**config.mk**
```make
export PLATFORM = sky130hd
export DESIGN_NAME = jsp_top
export DESIGN_NICKNAME = d
export VERILOG_FILES = /design/src/logic/jsp_pkg.sv /design/src/logic/jsp_fifo.sv /design/src/logic/jsp_bus_unit.sv /design/src/logic/jsp_wr_ctrl.sv /design/src/logic/jsp_rd_ctrl.sv /design/src/logic/jsp_top.sv
export VERILOG_INCLUDE_DIRS = /design/src /design/src/include
export SDC_FILE = /design/constraint.sdc
export NUM_CORES = 1
export LEC_CHECK = 0
export BUFFER_PORTS_ARGS = -buffer_cell sky130_fd_sc_hd__buf_2
export CORE_UTILIZATION = 52
export DETAILED_ROUTE_END_ITERATION = 10
export PLACE_DENSITY = 0.66
export SYNTH_ARGS = -nofsm -noshare
export SYNTH_HDL_FRONTEND = slang
export SYNTH_SLANG_ARGS = --single-unit
```
**constraint.sdc**
```tcl
create_clock -name tck_i -period 4.75 [get_ports tck_i]
set_input_delay 0.95 -clock tck_i [delete_from_list [all_inputs] [get_ports tck_i]]
set_output_delay 0.95 -clock tck_i [all_outputs]
set_load 0.1 [all_outputs]
```
**src/include/jsp_cfg.svh**
```systemverilog
////////////////////
// Build-time constants of the JTAG serial port
// Included by the package, the RTL and the testbench
////////////////////

`ifndef JSP_CFG_SVH
`define JSP_CFG_SVH

// Width of one transferred byte
`define JSP_WORD_W     8
// Width of the free space and byte count nibbles
`define JSP_COUNT_W    4
// Entries per FIFO, must fit in a count nibble
`define JSP_FIFO_DEPTH 8
// Index of the last bit of a byte
`define JSP_BIT_MAX    7
// Value on tdi that opens a host write
`define JSP_START_BIT  1'b1

`endif

```
**src/logic/jsp_pkg.sv**
```systemverilog
////////////////////
// Shared types of the JTAG serial port
// Referenced by scoped name from the RTL and the testbench
////////////////////

`include "jsp_cfg.svh"

package jsp_pkg;

  typedef logic [`JSP_WORD_W-1:0]          byte_t;     // One transferred byte
  typedef logic [`JSP_COUNT_W-1:0]         count_t;    // Bytes or free space
  typedef logic [$clog2(`JSP_WORD_W)-1:0]  bit_cnt_t;  // Bit position in a byte

  // Input FSM, host to device
  typedef enum logic [1:0] {
    WR_IDLE   = 2'd0,  // No scan
    WR_WAIT   = 2'd1,  // Waiting for the start bit
    WR_COUNTS = 2'd2,  // Count byte
    WR_XFER   = 2'd3   // Data bytes
  } wr_state_t;

  // Output FSM, device to host
  typedef enum logic [1:0] {
    RD_IDLE   = 2'd0,  // No scan
    RD_COUNTS = 2'd1,  // Status byte
    RD_RDACK  = 2'd2,  // First bit of a data byte
    RD_XFER   = 2'd3   // Rest of a data byte
  } rd_state_t;

endpackage

```
**src/logic/jsp_fifo.sv**
```systemverilog
////////////////////
// Circular byte FIFO with an occupancy count
// Push when full and pop when empty are ignored
////////////////////

`timescale 1ns/1ns

`include "jsp_cfg.svh"

module jsp_fifo (
  input  logic            tck_i,
  input  logic            rst_i,
  input  logic            push_i,       // Write push_data_i
  input  jsp_pkg::byte_t  push_data_i,
  input  logic            pop_i,        // Drop the head
  output jsp_pkg::byte_t  head_o,       // Oldest entry
  output jsp_pkg::count_t count_o,      // Entries held
  output logic            full_o
);

  localparam int PTR_W = $clog2(`JSP_FIFO_DEPTH);

  jsp_pkg::byte_t  mem_q [`JSP_FIFO_DEPTH];
  logic [PTR_W-1:0] wr_ptr_q;
  logic [PTR_W-1:0] rd_ptr_q;
  jsp_pkg::count_t count_q;
  logic            do_push;
  logic            do_pop;

  assign full_o  = (count_q == jsp_pkg::count_t'(`JSP_FIFO_DEPTH));
  assign do_push = push_i && !full_o;
  assign do_pop  = pop_i && (count_q != '0);
  assign head_o  = mem_q[rd_ptr_q];
  assign count_o = count_q;

  // Storage array
  always_ff @(posedge tck_i) begin
    if (do_push) begin
      mem_q[wr_ptr_q] <= push_data_i;
    end
  end

  // Pointers wrap on their own since the depth is a power of two
  always_ff @(posedge tck_i or posedge rst_i) begin
    if (rst_i) begin
      wr_ptr_q <= '0;
      rd_ptr_q <= '0;
      count_q  <= '0;
    end else begin
      if (do_push) wr_ptr_q <= wr_ptr_q + PTR_W'(1);
      if (do_pop)  rd_ptr_q <= rd_ptr_q + PTR_W'(1);
      case ({do_push, do_pop})
        2'b10:   count_q <= count_q + jsp_pkg::count_t'(1);
        2'b01:   count_q <= count_q - jsp_pkg::count_t'(1);
        default: count_q <= count_q;  // Idle or both at once
      endcase
    end
  end

endmodule

```
**src/logic/jsp_bus_unit.sv**
```systemverilog
////////////////////
// System side of the JTAG serial port
// Holds the receive and transmit FIFOs and runs the two
// four-phase req/ack byte ports
////////////////////

`timescale 1ns/1ns

`include "jsp_cfg.svh"

module jsp_bus_unit (
  input  logic            tck_i,
  input  logic            rst_i,
  // JTAG side
  input  logic            wr_strobe_i,    // Push wr_data_i into rx FIFO
  input  jsp_pkg::byte_t  wr_data_i,
  output jsp_pkg::count_t space_avail_o,  // Free rx entries
  input  logic            rd_strobe_i,    // Pop the tx head
  output jsp_pkg::byte_t  rd_head_o,
  output jsp_pkg::count_t bytes_avail_o,  // Bytes waiting for the host
  // Receive port, host to device
  output logic            rx_req_o,
  output jsp_pkg::byte_t  rx_data_o,
  input  logic            rx_ack_i,
  // Transmit port, device to host
  input  logic            tx_req_i,
  input  jsp_pkg::byte_t  tx_data_i,
  output logic            tx_ack_o
);

  jsp_pkg::count_t rx_count;
  logic            rx_pop;
  logic            rx_req_q;
  logic            tx_full;
  logic            tx_push;
  logic            tx_ack_q;

  ////////////////////
  // FIFOs
  ////////////////////

  jsp_fifo rx_fifo (
    .tck_i      (tck_i),
    .rst_i      (rst_i),
    .push_i     (wr_strobe_i),
    .push_data_i(wr_data_i),
    .pop_i      (rx_pop),
    .head_o     (rx_data_o),   // Head goes straight to the port
    .count_o    (rx_count),
    .full_o     ()             // Host never sends past the captured space
  );

  jsp_fifo tx_fifo (
    .tck_i      (tck_i),
    .rst_i      (rst_i),
    .push_i     (tx_push),
    .push_data_i(tx_data_i),
    .pop_i      (rd_strobe_i),
    .head_o     (rd_head_o),
    .count_o    (bytes_avail_o),
    .full_o     (tx_full)
  );

  assign space_avail_o = jsp_pkg::count_t'(`JSP_FIFO_DEPTH) - rx_count;

  ////////////////////
  // Four-phase ports
  ////////////////////

  assign rx_pop   = rx_req_q && rx_ack_i;               // Ack seen, byte taken
  assign tx_push  = tx_req_i && !tx_ack_q && !tx_full;  // New request with room
  assign rx_req_o = rx_req_q;
  assign tx_ack_o = tx_ack_q;

  always_ff @(posedge tck_i or posedge rst_i) begin
    if (rst_i) begin
      rx_req_q <= 1'b0;
      tx_ack_q <= 1'b0;
    end else begin
      // Request only after the previous ack is gone
      if (rx_pop) begin
        rx_req_q <= 1'b0;
      end else if (!rx_req_q && !rx_ack_i && (rx_count != '0)) begin
        rx_req_q <= 1'b1;
      end
      // Ack held until the system drops its request
      if (tx_push) begin
        tx_ack_q <= 1'b1;
      end else if (tx_ack_q && !tx_req_i) begin
        tx_ack_q <= 1'b0;
      end
    end
  end

endmodule

```
**src/logic/jsp_wr_ctrl.sv**
```systemverilog
////////////////////
// Host to device controller
// Waits for the start bit, takes the count byte, then
// assembles data bytes LSB first and strobes them out
////////////////////

`timescale 1ns/1ns

`include "jsp_cfg.svh"

module jsp_wr_ctrl (
  input  logic            tck_i,
  input  logic            rst_i,
  input  logic            tdi_i,
  input  logic            capture_dr_i,
  input  logic            shift_dr_i,
  input  logic            update_dr_i,
  input  logic            module_select_i,
  input  jsp_pkg::count_t space_avail_i,  // Snapshot taken at capture
  output logic            wr_strobe_o,    // One cycle per accepted byte
  output jsp_pkg::byte_t  wr_data_o
);

  jsp_pkg::wr_state_t state_q;
  jsp_pkg::wr_state_t state_d;
  jsp_pkg::bit_cnt_t  bit_cnt_q;
  jsp_pkg::byte_t     shift_q;      // Shift-in register
  jsp_pkg::byte_t     shift_d;
  jsp_pkg::count_t    space_cnt_q;  // Room left in rx FIFO
  jsp_pkg::count_t    user_cnt_q;   // Bytes the host still means to send
  logic               strobe_q;
  logic               bit_max;
  logic               accept;

  assign bit_max = (bit_cnt_q == jsp_pkg::bit_cnt_t'(`JSP_BIT_MAX));
  assign shift_d = {tdi_i, shift_q[`JSP_WORD_W-1:1]};  // LSB arrives first
  // Last bit of a data byte with both counters open
  assign accept  = (state_q == jsp_pkg::WR_XFER) && shift_dr_i && bit_max &&
                   (space_cnt_q != '0) && (user_cnt_q != '0);

  assign wr_strobe_o = strobe_q;
  assign wr_data_o   = shift_q;  // Complete byte during the strobe cycle

  ////////////////////
  // Next state
  ////////////////////

  always_comb begin
    state_d = state_q;
    case (state_q)
      jsp_pkg::WR_IDLE: begin
        if (module_select_i && capture_dr_i) state_d = jsp_pkg::WR_WAIT;
      end
      jsp_pkg::WR_WAIT: begin
        if (update_dr_i) begin
          state_d = jsp_pkg::WR_IDLE;
        end else if (shift_dr_i && module_select_i && (tdi_i == `JSP_START_BIT)) begin
          state_d = jsp_pkg::WR_COUNTS;  // Start bit seen
        end
      end
      jsp_pkg::WR_COUNTS: begin
        if (update_dr_i)                 state_d = jsp_pkg::WR_IDLE;
        else if (shift_dr_i && bit_max)  state_d = jsp_pkg::WR_XFER;
      end
      default: begin  // WR_XFER runs until update
        if (update_dr_i) state_d = jsp_pkg::WR_IDLE;
      end
    endcase
  end

  ////////////////////
  // Registers
  ////////////////////

  always_ff @(posedge tck_i) begin
    if (shift_dr_i) shift_q <= shift_d;
  end

  always_ff @(posedge tck_i or posedge rst_i) begin
    if (rst_i) begin
      state_q     <= jsp_pkg::WR_IDLE;
      bit_cnt_q   <= '0;
      space_cnt_q <= '0;
      user_cnt_q  <= '0;
      strobe_q    <= 1'b0;
    end else begin
      state_q  <= state_d;
      strobe_q <= accept;
      if (state_q == jsp_pkg::WR_IDLE && state_d == jsp_pkg::WR_WAIT) begin
        space_cnt_q <= space_avail_i;
      end else if (accept) begin
        space_cnt_q <= space_cnt_q - jsp_pkg::count_t'(1);
      end
      // Upper nibble of the count byte
      if (state_q == jsp_pkg::WR_COUNTS && shift_dr_i && bit_max) begin
        user_cnt_q <= shift_d[`JSP_WORD_W-1 -: `JSP_COUNT_W];
      end else if (accept) begin
        user_cnt_q <= user_cnt_q - jsp_pkg::count_t'(1);
      end
      if (state_q == jsp_pkg::WR_WAIT) begin
        bit_cnt_q <= '0;
      end else if (shift_dr_i && state_q != jsp_pkg::WR_IDLE) begin
        bit_cnt_q <= bit_cnt_q + jsp_pkg::bit_cnt_t'(1);  // Wraps per byte
      end
    end
  end

endmodule

```
**src/logic/jsp_rd_ctrl.sv**
```systemverilog
////////////////////
// Device to host controller
// Shifts out the status byte, then bytes popped from
// the tx FIFO, LSB first on tdo
////////////////////

`timescale 1ns/1ns

`include "jsp_cfg.svh"

module jsp_rd_ctrl (
  input  logic            tck_i,
  input  logic            rst_i,
  input  logic            capture_dr_i,
  input  logic            shift_dr_i,
  input  logic            update_dr_i,
  input  logic            module_select_i,
  input  jsp_pkg::count_t space_avail_i,  // Low status nibble
  input  jsp_pkg::count_t bytes_avail_i,  // High status nibble
  input  jsp_pkg::byte_t  rd_head_i,      // tx FIFO head
  output logic            rd_strobe_o,    // Pop the head
  output logic            tdo_o
);

  jsp_pkg::rd_state_t state_q;
  jsp_pkg::rd_state_t state_d;
  jsp_pkg::bit_cnt_t  bit_cnt_q;
  jsp_pkg::count_t    out_cnt_q;  // Bytes still owed to the host
  jsp_pkg::byte_t     shift_q;    // Parallel-load output register
  logic               bit_max;
  logic               out_cnt_zero;
  logic               start;      // Capture while selected
  logic               load_head;  // End of a byte with data to follow

  assign bit_max      = (bit_cnt_q == jsp_pkg::bit_cnt_t'(`JSP_BIT_MAX));
  assign out_cnt_zero = (out_cnt_q == '0);
  assign start        = (state_q == jsp_pkg::RD_IDLE) && module_select_i && capture_dr_i;
  assign load_head    = shift_dr_i && bit_max && !out_cnt_zero &&
                        (state_q == jsp_pkg::RD_COUNTS || state_q == jsp_pkg::RD_XFER);

  // Pop on the first bit of each data byte while count allows
  assign rd_strobe_o = (state_q == jsp_pkg::RD_RDACK) && shift_dr_i && !out_cnt_zero;
  assign tdo_o       = shift_q[0];

  ////////////////////
  // Next state
  ////////////////////

  always_comb begin
    state_d = state_q;
    case (state_q)
      jsp_pkg::RD_IDLE: begin
        if (start) state_d = jsp_pkg::RD_COUNTS;
      end
      jsp_pkg::RD_COUNTS: begin
        if (update_dr_i)                 state_d = jsp_pkg::RD_IDLE;
        else if (shift_dr_i && bit_max)  state_d = jsp_pkg::RD_RDACK;
      end
      jsp_pkg::RD_RDACK: begin
        if (update_dr_i)      state_d = jsp_pkg::RD_IDLE;
        else if (shift_dr_i)  state_d = jsp_pkg::RD_XFER;  // Never the last bit
      end
      default: begin  // RD_XFER
        if (update_dr_i)                 state_d = jsp_pkg::RD_IDLE;
        else if (shift_dr_i && bit_max)  state_d = jsp_pkg::RD_RDACK;
      end
    endcase
  end

  ////////////////////
  // Registers
  ////////////////////

  always_ff @(posedge tck_i or posedge rst_i) begin
    if (rst_i) begin
      state_q   <= jsp_pkg::RD_IDLE;
      bit_cnt_q <= '0;
      out_cnt_q <= '0;
      shift_q   <= '0;  // tdo low out of reset
    end else begin
      state_q <= state_d;
      if (start) begin
        shift_q   <= {bytes_avail_i, space_avail_i};  // Status byte
        out_cnt_q <= bytes_avail_i;
        bit_cnt_q <= '0;
      end else if (shift_dr_i && state_q != jsp_pkg::RD_IDLE) begin
        bit_cnt_q <= bit_cnt_q + jsp_pkg::bit_cnt_t'(1);
        if (load_head) begin
          shift_q <= rd_head_i;  // Next byte, popped later in RD_RDACK
        end else begin
          shift_q <= {1'b0, shift_q[`JSP_WORD_W-1:1]};
        end
        // One byte sent
        if (state_q == jsp_pkg::RD_XFER && bit_max && !out_cnt_zero) begin
          out_cnt_q <= out_cnt_q - jsp_pkg::count_t'(1);
        end
      end
    end
  end

endmodule

```
**src/logic/jsp_top.sv**
```systemverilog
////////////////////
// Top of the JTAG serial port
// TAP controls in, tdo out, two four-phase byte ports
////////////////////

`timescale 1ns/1ns

module jsp_top (
  input  logic           tck_i,
  input  logic           rst_i,
  // TAP side
  input  logic           tdi_i,
  input  logic           capture_dr_i,
  input  logic           shift_dr_i,
  input  logic           update_dr_i,
  input  logic           module_select_i,
  output logic           tdo_o,
  // System side
  output logic           rx_req_o,
  output jsp_pkg::byte_t rx_data_o,
  input  logic           rx_ack_i,
  input  logic           tx_req_i,
  input  jsp_pkg::byte_t tx_data_i,
  output logic           tx_ack_o
);

  logic            wr_strobe;
  jsp_pkg::byte_t  wr_data;
  jsp_pkg::count_t space_avail;  // Free rx entries
  logic            rd_strobe;
  jsp_pkg::byte_t  rd_head;
  jsp_pkg::count_t bytes_avail;  // Queued tx bytes

  // Host to device
  jsp_wr_ctrl u_wr_ctrl (
    .tck_i          (tck_i),
    .rst_i          (rst_i),
    .tdi_i          (tdi_i),
    .capture_dr_i   (capture_dr_i),
    .shift_dr_i     (shift_dr_i),
    .update_dr_i    (update_dr_i),
    .module_select_i(module_select_i),
    .space_avail_i  (space_avail),
    .wr_strobe_o    (wr_strobe),
    .wr_data_o      (wr_data)
  );

  // Device to host
  jsp_rd_ctrl u_rd_ctrl (
    .tck_i          (tck_i),
    .rst_i          (rst_i),
    .capture_dr_i   (capture_dr_i),
    .shift_dr_i     (shift_dr_i),
    .update_dr_i    (update_dr_i),
    .module_select_i(module_select_i),
    .space_avail_i  (space_avail),
    .bytes_avail_i  (bytes_avail),
    .rd_head_i      (rd_head),
    .rd_strobe_o    (rd_strobe),
    .tdo_o          (tdo_o)
  );

  jsp_bus_unit u_bus_unit (
    .tck_i        (tck_i),
    .rst_i        (rst_i),
    .wr_strobe_i  (wr_strobe),
    .wr_data_i    (wr_data),
    .space_avail_o(space_avail),
    .rd_strobe_i  (rd_strobe),
    .rd_head_o    (rd_head),
    .bytes_avail_o(bytes_avail),
    .rx_req_o     (rx_req_o),
    .rx_data_o    (rx_data_o),
    .rx_ack_i     (rx_ack_i),
    .tx_req_i     (tx_req_i),
    .tx_data_i    (tx_data_i),
    .tx_ack_o     (tx_ack_o)
  );

endmodule

```
==> results_dict.tcl, run 1 <==
set metrics [dict create \
    antenna_cells 0 \
    ys_seq_elements 189 \
    stdcell_area_sq_um 8842 \
    ctsHtreeMaxLevel 4 \
    synthFlopType "edfxtp_1" \
    synth.distinct_cells 57 \
    die_h_um 125.9 \
    yosys_warnings 0 \
    period_minus_slack_ps 3629 \
    hold_path_startpoint "u_wr_ctrl.bit_cnt_q[0]" \
    ys_async_sr_fraction_pct 28.04 \
    maxSlewHeadroom_pct 27.65 \
    areaGrowthSynthToFinish_pct 10.82 \
    ctsRootBufferMaster "clkbuf_16" \
    postSynthCellCount 488 \
    initial_core_util_pct 54.08 \
    hold_depth 1 \
    worstRegToRegCells 10 \
    grt_max_degree 54 \
    synth.top_cell.area_share_pct 51.18 \
    rrSetupSlack_ps 2010 \
    post-route-util_pct 59.93 \
    first_pass_iters 4 \
    grt_pass1_vias 4299 \
    routedWlPerCell_um 19.06 \
    rsz0062_at_grt "false" \
    critPathKind "register to output pin" \
    drive_gt1_share_pct 22.45 \
    place_area_sq_um 8259 \
    detail-route-antenna-nets 0 \
    wirelength_um 13610 \
    hold_path_class "register to register" \
    via_count 4140 \
    drcViolationCount 0 \
    grt_pass1_wl_um 22200 \
    drt_iter0_drc 232 \
    antenna_found_initial 0 \
    finClkSkew_ps 7.781 \
    finalHoldViolCount 0 \
    die_x_um 125.9 \
    synth-edff-count 136 \
    yosys-top-cells-area "edfxtp_1 51%, dfrtp_1 17%, mux4_2 9.0%, ha_1 2.8%, mux2_2 2.0%" \
    clock_latency_ps 420 \
    cp-start-kind "register" \
    period_share_pct 76.39 \
    path_clk_slew_ps 70 \
    power.density_nw_per_um2 537.3 \
    post_cts_buffers 0 \
    ctsHoldBuffers 0 \
    nets 554 \
    synth_area_leader_cell "edfxtp_1" \
    tightest_slew_ps 1085 \
    ys_seq_area_share_pct 67.81 \
    viasPerCell 5.798 \
    min_to "u_wr_ctrl.bit_cnt_q[0]" \
    crit_arrival_ps 2680 \
    outcome "finished clean" \
    cts_buffer_depth 2 \
    maxSlewViolCount 0 \
    cp_max_fo 18 \
    gp_congestion 0.7662 \
    avgSynthCellArea_sq_um 16.35 \
    cts_tree "done" \
    tns_ps 0 \
    r2r-end "u_bus_unit.tx_fifo.count_o[3]" \
    cp_data_required_time_ps 3800 \
    setup_viol 0 \
    grt_overflow 0 \
    dieArea_sq_um 15840 \
    synthesis.nets 525 \
    drv_cap 0 \
    netlist_area_sq_um 7979 \
    p_leak_nw 3.217 \
    hpwl_um 8891 \
    cts_buffers 17 \
    io_buffers 27 \
    core-area_sq_um 14750 \
    io_pins 28 \
    irDropWorstVdd_mv 0.3039 \
    ctsResizeCount 0 \
    cp-end-kind "output pin" \
    fmax_mhz 275.6 \
    r2r-start "u_rd_ctrl.out_cnt_q[0]" \
    rows 44 \
    grtUsageTotal_pct 19.06 \
    cts_sinks 189 \
]
layout by cell type, fill, tap and decap left out, types with 4 or more instances in the layout:
cell,count
edfxtp_1,136
dfrtp_1,53
nand2_1,34
mux4_2,32
nor2_1,27
buf_2,27
ha_1,18
inv_1,17
clkbuf_16,17
mux2i_1,15
mux2_2,14
nand3_1,12
xnor2_1,11
o21ai_0,9
nor3_1,8
xor2_1,7
nand2b_1,7
a21oi_1,6
o211ai_1,4
and2_1,4
inv_8,4
synth_stat cells (9+ instances only):
| master | number |
|---|---|
| edfxtp_1 | 136 |
| mux2_2 | 14 |
| mux2i_1 | 15 |
| nor3_1 | 10 |
| nand3_1 | 12 |
| dfrtp_1 | 53 |
| nor2_1 | 27 |
| o21ai_0 | 9 |
| xnor2_1 | 11 |
| mux4_2 | 32 |
| inv_1 | 18 |
| ha_1 | 18 |
| nand2_1 | 34 |
cell families after synthesis:
logic type,share of synthesized area [%]
mux,13.08
xor+xnor,1.976
buf+inv,2.321
simple gates,7.025
fa+ha+maj,3.325
flops,67.81
compound gates,4.469
worst max-delay path, stage by stage, from the launching register on:
cell and delay [ps]:
dfrtp_1 1060, mux4_2 600, mux2_2 290, buf_2 290
metal layers:
| layer | track usage, % | part of all wire [%] |
|---|---|---|
| met1 | 22.72 | 43 |
| met2 | 32.94 | 52 |
| met3 | 4.460 | 3.1 |
| met4 | 9.001 | 2.0 |
| met5 | 0 | 0 |
cell type report:
| class | count | area, sq um |
|---|---|---|
| Clock buffer | 17 | 425.4 |
| Clock inverter | 15 | 157.7 |
| Fill cell | 1116 | 5912 |
| Inverter | 18 | 67.56 |
| Multi-Input combinational cell | 261 | 2394 |
| Sequential cell | 189 | 5410 |
| Tap cell | 184 | 230.2 |
| Timing Repair Buffer | 30 | 157.7 |
per-stage QoR:
stage	hold slack (ps)	setup slack, ps	power [mW]	std cells
3_3_place_gp	479.6	1491	3.385	682
6_report	501.0	1121	4.751	714
2_1_floorplan	457.9	1911	3.208	488
3_5_place_dp	490.9	1404	3.427	682
5_1_grt	537.0	935.5	4.973	714
4_1_cts	509.3	1071	4.797	714
worst max path at each step:
stage | from | to | slack, ps
after floorplan | u_bus_unit.rx_fifo.rd_ptr_q[0] | rx_data_o[0] | 1910
after global placement | shift_dr_i | u_bus_unit.tx_fifo.count_o[3] | 1490
after detailed placement | shift_dr_i | u_bus_unit.tx_fifo.count_o[3] | 1400
after CTS | u_bus_unit.rx_fifo.rd_ptr_q[0] | rx_data_o[3] | 1070
after global routing | u_bus_unit.rx_fifo.rd_ptr_q[0] | rx_data_o[3] | 940
final | u_bus_unit.rx_fifo.rd_ptr_q[0] | rx_data_o[3] | 1120
sequential cells by signal (all words and copies together) (netlist names), 4 cells and up:
signal and cells:
u_bus_unit.tx_fifo.count_o 4, u_wr_ctrl.user_cnt_q 4, u_wr_ctrl.wr_data_o 8, u_bus_unit.tx_fifo.mem_q 64, u_rd_ctrl.shift_q 8, u_rd_ctrl.out_cnt_q 4
u_wr_ctrl.space_cnt_q 4, u_bus_unit.rx_fifo.count_o 4, u_bus_unit.rx_fifo.mem_q 64
power breakdown:
group,switching (mW),internal (mW),total [mW]
sequential,0.244,1.96,2.20
combinational,0.732,0.451,1.18
clock,0.625,0.742,1.37
total,1.60,3.15,4.75
(Power assumes the default switching activity.)
==> inputs of run 2 (changes only) <==
--- a/config.mk
+++ b/config.mk
@@ -6,10 +6,11 @@
 export SDC_FILE = /design/constraint.sdc
 export NUM_CORES = 1
 export LEC_CHECK = 0
+export ABC_AREA = 1
 export BUFFER_PORTS_ARGS = -buffer_cell sky130_fd_sc_hd__buf_2
 export CORE_UTILIZATION = 52
 export DETAILED_ROUTE_END_ITERATION = 10
-export PLACE_DENSITY = 0.66
+export PLACE_DENSITY = 0.68
 export SYNTH_ARGS = -nofsm -noshare
 export SYNTH_HDL_FRONTEND = slang
 export SYNTH_SLANG_ARGS = --single-unit
==> constraint.sdc (replaced) <==
create_clock -name tck_i -period 3.3 [get_ports tck_i]
set_input_delay 0.66 -clock tck_i [delete_from_list [all_inputs] [get_ports tck_i]]
set_output_delay 0.66 -clock tck_i [all_outputs]
set_load 0.1 [all_outputs]
==> results_dict.tcl, run 2 <==
set metrics [dict create \
    grt_pass1_wl_um 27010 \
    maxSlewViolCount 0 \
    grtUsageTotal_pct 21.65 \
    top_regs "u_bus_unit.rx_fifo.mem_q x64, u_bus_unit.tx_fifo.mem_q x64" \
    cp_cell_sequence "inv_2, nor2_1, o21ai_0, a31oi_1, buf_2" \
    wirelength_um 16750 \
    maxSlewHeadroom_pct 38.49 \
    avgSynthCellArea_sq_um 10.35 \
    final_cell_mix "204 x nand2_1, 136 x edfxtp_1, 95 x inv_1, 74 x nor2_1, 68 x nand3_1" \
    cp_slowest_cell "dfrtp_1" \
    routedWlPerCell_um 15.58 \
    die_x_um 129.3 \
    grt_pass1_vias 5406 \
    dieArea_sq_um 16710 \
    gp_congestion 0.7949 \
    grt_overflow 0 \
    tightest_slew_ps 919.2 \
    crit_arrival_ps 2320 \
    io_buffers 27 \
    synth.top_cell.area_share_pct 48.48 \
    ctsRootBufferMaster "clkbuf_16" \
    critPathKind "register to output pin" \
    grt_max_degree 35 \
    detail-route-antenna-nets 0 \
    io_pins 28 \
    hold_path_class "input pin to asynchronous set/reset pin" \
    p_leak_nw 3.964 \
    post_cts_buffers 0 \
    cp-start-kind "register" \
    finClkSkew_ps 11.39 \
    path_clk_slew_ps 60 \
    synthFlopType "edfxtp_1" \
    synth.distinct_cells 35 \
    areaGrowthSynthToFinish_pct 10.43 \
    yosys-top-cells-area "edfxtp_1 48%, dfrtp_1 16%, nand2_1 9.1%, inv_1 4.3%, nand3_1 4.0%" \
    ys_seq_area_share_pct 64.22 \
    postSynthCellCount 814 \
    yosys_warnings 0 \
    cp_data_required_time_ps 2640 \
    final_common_cell "nand2_1" \
    drcViolationCount 0 \
    period_share_pct 90.44 \
    initial_core_util_pct 53.23 \
    cts_buffers 17 \
    cp_max_fo 18 \
    cts_buffer_depth 2 \
    hpwl_um 11210 \
    synth-edff-count 136 \
    ctsHoldBuffers 0 \
    ctsResizeCount 0 \
    netlist_area_sq_um 8424 \
    drv_cap 0 \
    antenna_found_initial 0 \
    yosysMostFrequentCell "nand2_1" \
    ys_async_sr_fraction_pct 28.04 \
    first_pass_iters 5 \
    drt_iter0_drc 462 \
    cp-end-kind "output pin" \
    antenna_cells 0 \
    power.density_nw_per_um2 848.2 \
    outcome "finished clean" \
    cp_slowest_stage_delay_ps 700 \
    die_h_um 129.3 \
    synthesis.nets 851 \
    rrSetupSlack_ps 770 \
    core-area_sq_um 15830 \
    clock_latency_ps 440 \
    irDropWorstVdd_mv 0.7414 \
    ys_seq_elements 189 \
    setup_viol 0 \
    finalHoldViolCount 0 \
    via_count 5596 \
    cp_top_family "buffers and inverters" \
    cts_tree "done" \
    nets 884 \
    ctsHtreeMaxLevel 4 \
    rsz0062_at_grt "false" \
    tns_ps 0 \
    period_minus_slack_ps 2985 \
    cts_sinks 189 \
    rows 46 \
    fmax_mhz 335.0 \
    place_area_sq_um 8770 \
    stdcell_area_sq_um 9303 \
    viasPerCell 5.206 \
    path_buf_inv 2 \
    drive_gt1_share_pct 9.546 \
    synth_area_leader_cell "edfxtp_1" \
    synth_common_cells "204 x nand2_1, 136 x edfxtp_1, 96 x inv_1, 74 x nor2_1, 68 x nand3_1" \
]
run 2: cell types whose count changed in the layout (fill, tap and decap cells not counted), moves of 9 or more:
| cell | before | now |
|---|---|---|
| nor2_1 | 27 | 74 |
| mux2i_1 | 15 | 0 |
| o21ai_0 | 9 | 46 |
| inv_1 | 17 | 95 |
| nand2_1 | 34 | 204 |
| mux2_2 | 14 | 0 |
| a21oi_1 | 6 | 22 |
| mux4_2 | 32 | 0 |
| nand3_1 | 12 | 68 |
| o211ai_1 | 4 | 13 |
run 2: layout make-up:
cell class                      count  area [sq um]
Tap cell                          216         270.3
Timing Repair Buffer               38         217.7
Inverter                          105         395.4
Clock inverter                     11         96.34
Sequential cell                   189          5410
Multi-Input combinational cell    496          2476
Fill cell                        1316          6525
Clock buffer                       20         436.7
run 2: cell families (layout without fill, tap and decap cells):
family / count (synthesis) / count (layout) / share of synthesized area [%]
fa+ha+maj: 20 / 20 / 3.149
buf+inv: 129 / 174 / 6.387
compound gates: 102 / 102 / 6.921
flops: 189 / 189 / 64.22
simple gates: 358 / 358 / 17.66
xor+xnor: 16 / 16 / 1.663
run 2: path summary, 6_finish.rpt:
kind,startpoint,endpoint,cells after the start
max,u_bus_unit.rx_fifo.rd_ptr_q[1],rx_data_o[7],5
min,rst_i,u_bus_unit.rx_fifo.rd_ptr_q[2],2
max reg2reg,u_rd_ctrl.out_cnt_q[0],u_bus_unit.tx_fifo.count_o[3],13
min reg2reg,u_rd_ctrl.shift_q[0],u_rd_ctrl.shift_q[0],2
max in group asynchronous,rst_i,u_rd_ctrl.out_cnt_q[2],3
min in group tck_i,rx_ack_i,u_bus_unit.rx_req_o,2
run 2: stage by stage:
step	std cells	power, mW	util [%]	setup slack [ps]	hold WS, ps
finish	1075	7.891	58.77	315.4	251.9
global placement	1044	5.940	55.41	807.1	461.2
floorplan	814	5.465	-	105.2	449.1
detailed placement	1044	6.056	55.41	669.7	465.6
CTS	1075	7.927	58.77	337.3	257.1
global route	1075	8.352	58.77	180.8	288.0
run 2: layer usage:
metal | up-vias | wire, um | track usage (%)
met5 | - | 0 | 0
met4 | 0 | 294 | 8.720
met3 | 29 | 780 | 4.418
met2 | 139 | 8431 | 36.81
met1 | 2654 | 7243 | 27.22
li1 | 2774 | - | -
run 2: power breakdown:
group / internal [mW] / leakage [nW] / switching (mW)
Sequential: 2.85 / 1.90 / 0.273
Clock: 1.03 / 0.251 / 0.838
Combinational: 0.782 / 1.81 / 2.12
==> inputs of run 3 (changes only) <==
--- a/config.mk
+++ b/config.mk
@@ -6,11 +6,10 @@
 export SDC_FILE = /design/constraint.sdc
 export NUM_CORES = 1
 export LEC_CHECK = 0
-export ABC_AREA = 1
 export BUFFER_PORTS_ARGS = -buffer_cell sky130_fd_sc_hd__buf_2
 export CORE_UTILIZATION = 52
 export DETAILED_ROUTE_END_ITERATION = 10
-export PLACE_DENSITY = 0.68
+export PLACE_DENSITY = 0.66
 export SYNTH_ARGS = -nofsm -noshare
 export SYNTH_HDL_FRONTEND = slang
 export SYNTH_SLANG_ARGS = --single-unit
==> constraint.sdc (replaced) <==
create_clock -name tck_i -period 2.9 [get_ports tck_i]
set_input_delay 0.58 -clock tck_i [delete_from_list [all_inputs] [get_ports tck_i]]
set_output_delay 0.58 -clock tck_i [all_outputs]
set_load 0.1 [all_outputs]
==> results_dict.tcl, run 3 (synthesis gave the netlist of run 1 again) <==
set metrics [dict create \
    initial_core_util_pct 54.08 \
    nets 572 \
    critPathKind "register to output pin" \
    ctsHtreeMaxLevel 4 \
    r2r-start "u_bus_unit.tx_fifo.count_o[0]" \
    post-route-util_pct 60.83 \
    viasPerCell 5.669 \
    clock_latency_ps 430 \
    die_h_um 125.9 \
    outcome "finished clean" \
    ctsRootBufferMaster "clkbuf_16" \
    path_clk_slew_ps 70 \
    grtUsageTotal_pct 19.44 \
    tns_ps 0 \
    hpwl_um 9120 \
    grt_pass1_vias 4263 \
    core-area_sq_um 14750 \
    first_pass_iters 4 \
    p_leak_nw 3.301 \
    hold_path_class "input pin to asynchronous set/reset pin" \
    die_x_um 125.9 \
    hold_ws_ps 179.7 \
    areaGrowthSynthToFinish_pct 12.48 \
    finalHoldViolCount 0 \
    cts_sinks 189 \
    dieArea_sq_um 15840 \
    rows 44 \
    drive_gt1_share_pct 24.27 \
    antenna_cells 0 \
    io_pins 28 \
    cp-end-kind "output pin" \
    period_share_pct 94.17 \
    cp_data_required_time_ps 2320 \
    drcViolationCount 0 \
    gp_congestion 0.8290 \
    fmax_mhz 366.2 \
    place_ws_ps 224.7 \
    top_regs "u_bus_unit.rx_fifo.mem_q x64, u_bus_unit.tx_fifo.mem_q x64" \
    detail-route-antenna-nets 0 \
    final_common_cell "edfxtp_1" \
    cp-start-kind "register" \
    grt_overflow 0 \
    antenna_found_initial 0 \
    io_buffers 27 \
    tightest_slew_ps 857.1 \
    startpoint "u_bus_unit.rx_fifo.rd_ptr_q[0]" \
    final_cell_mix "136 x edfxtp_1, 52 x dfrtp_1, 34 x nand2_1, 32 x mux4_2" \
    wirelength_um 13960 \
    fillerInstances 1046 \
    maxSlewViolCount 0 \
    cts_tree "done" \
    cp_max_fo 18 \
    period_minus_slack_ps 2731 \
    grt_pass1_wl_um 22830 \
    crit_arrival_ps 2150 \
    maxSlewHeadroom_pct 42.86 \
    multi_input_area_sq_um 2384 \
    grt_max_degree 54 \
    drv_cap 0 \
    power.density_nw_per_um2 874.4 \
    irDropWorstVdd_mv 0.5493 \
    routedWlPerCell_um 19.07 \
    cts_buffers 17 \
    cts_buffer_depth 2 \
    ctsHoldBuffers 0 \
    regArea_sq_um 5411 \
    post_cts_buffers 0 \
    via_count 4150 \
    drt_iter0_drc 290 \
    setup_viol 0 \
    worst_slack_ps 169.1 \
    finClkSkew_ps 7.431 \
    rsz0062_at_grt "false" \
]
==> run 3: cell count changes in the layout (fill, tap and decap cells not counted), sizes merged, moves of 8 or more <==
cell / before / now
o21ai: 50 / 9
mux2i: 0 / 15
o211ai: 13 / 4
mux2: 0 / 15
buf: 38 / 48
nor2: 79 / 27
a21oi: 22 / 6
inv: 103 / 21
nand2: 204 / 34
nor3: 2 / 10
mux4: 0 / 32
nand3: 69 / 12
==> run 3: final timing paths <==
| check | to | slack (ps) | cells after the start |
|---|---|---|---|
| hold reg to reg | u_rd_ctrl.bit_cnt_q[0] | 500 | 1 |
| max in group asynchronous | u_bus_unit.rx_fifo.rd_ptr_q[1] | 2440 | 3 |
| min in group tck_i | u_bus_unit.rx_req_o | 340 | 2 |
| setup / recovery | rx_data_o[5] | 170 | 4 |
| setup reg to reg | u_bus_unit.tx_fifo.count_o[3] | 210 | 9 |
| hold / removal | u_rd_ctrl.out_cnt_q[3] | 180 | 3 |
==> run 3: routing by layer <==
| layer | GRT usage, % | wire length (um) | up-vias |
|---|---|---|---|
| met5 | 0 | 0 | - |
| met4 | 6.378 | 182 | 0 |
| met3 | 4.036 | 420 | 15 |
| met2 | 33.14 | 7216 | 56 |
| met1 | 25.14 | 6140 | 2104 |
| li1 | - | - | 1975 |
==> run 3: critical path, stage by stage (launching register included) <==
cell and delay [ps]:
dfrtp_1 340, buf_6 260, mux4_2 540, mux2_2 280, buf_2 290
==> run 3: final cells by class <==
cell class                      count  share of cell area [%]
Clock buffer                       18                   4.782
Sequential cell                   189                   60.30
Multi-Input combinational cell    261                   26.56
Inverter                           18                  0.7528
Timing Repair Buffer               48                   3.443
Tap cell                          184                   2.565
Clock inverter                     14                   1.603
==> run 3: repair_timing <==
action,4_1_cts,5_1_grt
endpoints found under the hold margin,0,0
gates resized for setup,1,1
endpoints found under the setup margin,8,5
==> run 3: stage by stage <==
| stage | cells | area (sq um) | total power, mW |
|---|---|---|---|
| floorplan | 488 | 7979 | 5.255 |
| global placement | 700 | 8397 | 5.596 |
| detailed placement | 700 | 8397 | 5.674 |
| CTS | 732 | 8971 | 7.918 |
| global route | 732 | 8975 | 8.214 |
| finish | 732 | 8975 | 7.848 |
==> run 3: power by group <==
part	leakage (nW)	total, mW	internal, mW	switching (mW)
registers	1.90	3.54	3.21	0.337
clock network	0.270	2.25	1.27	0.977
logic	1.13	2.06	0.768	1.29
total	3.30	7.85	5.24	2.61
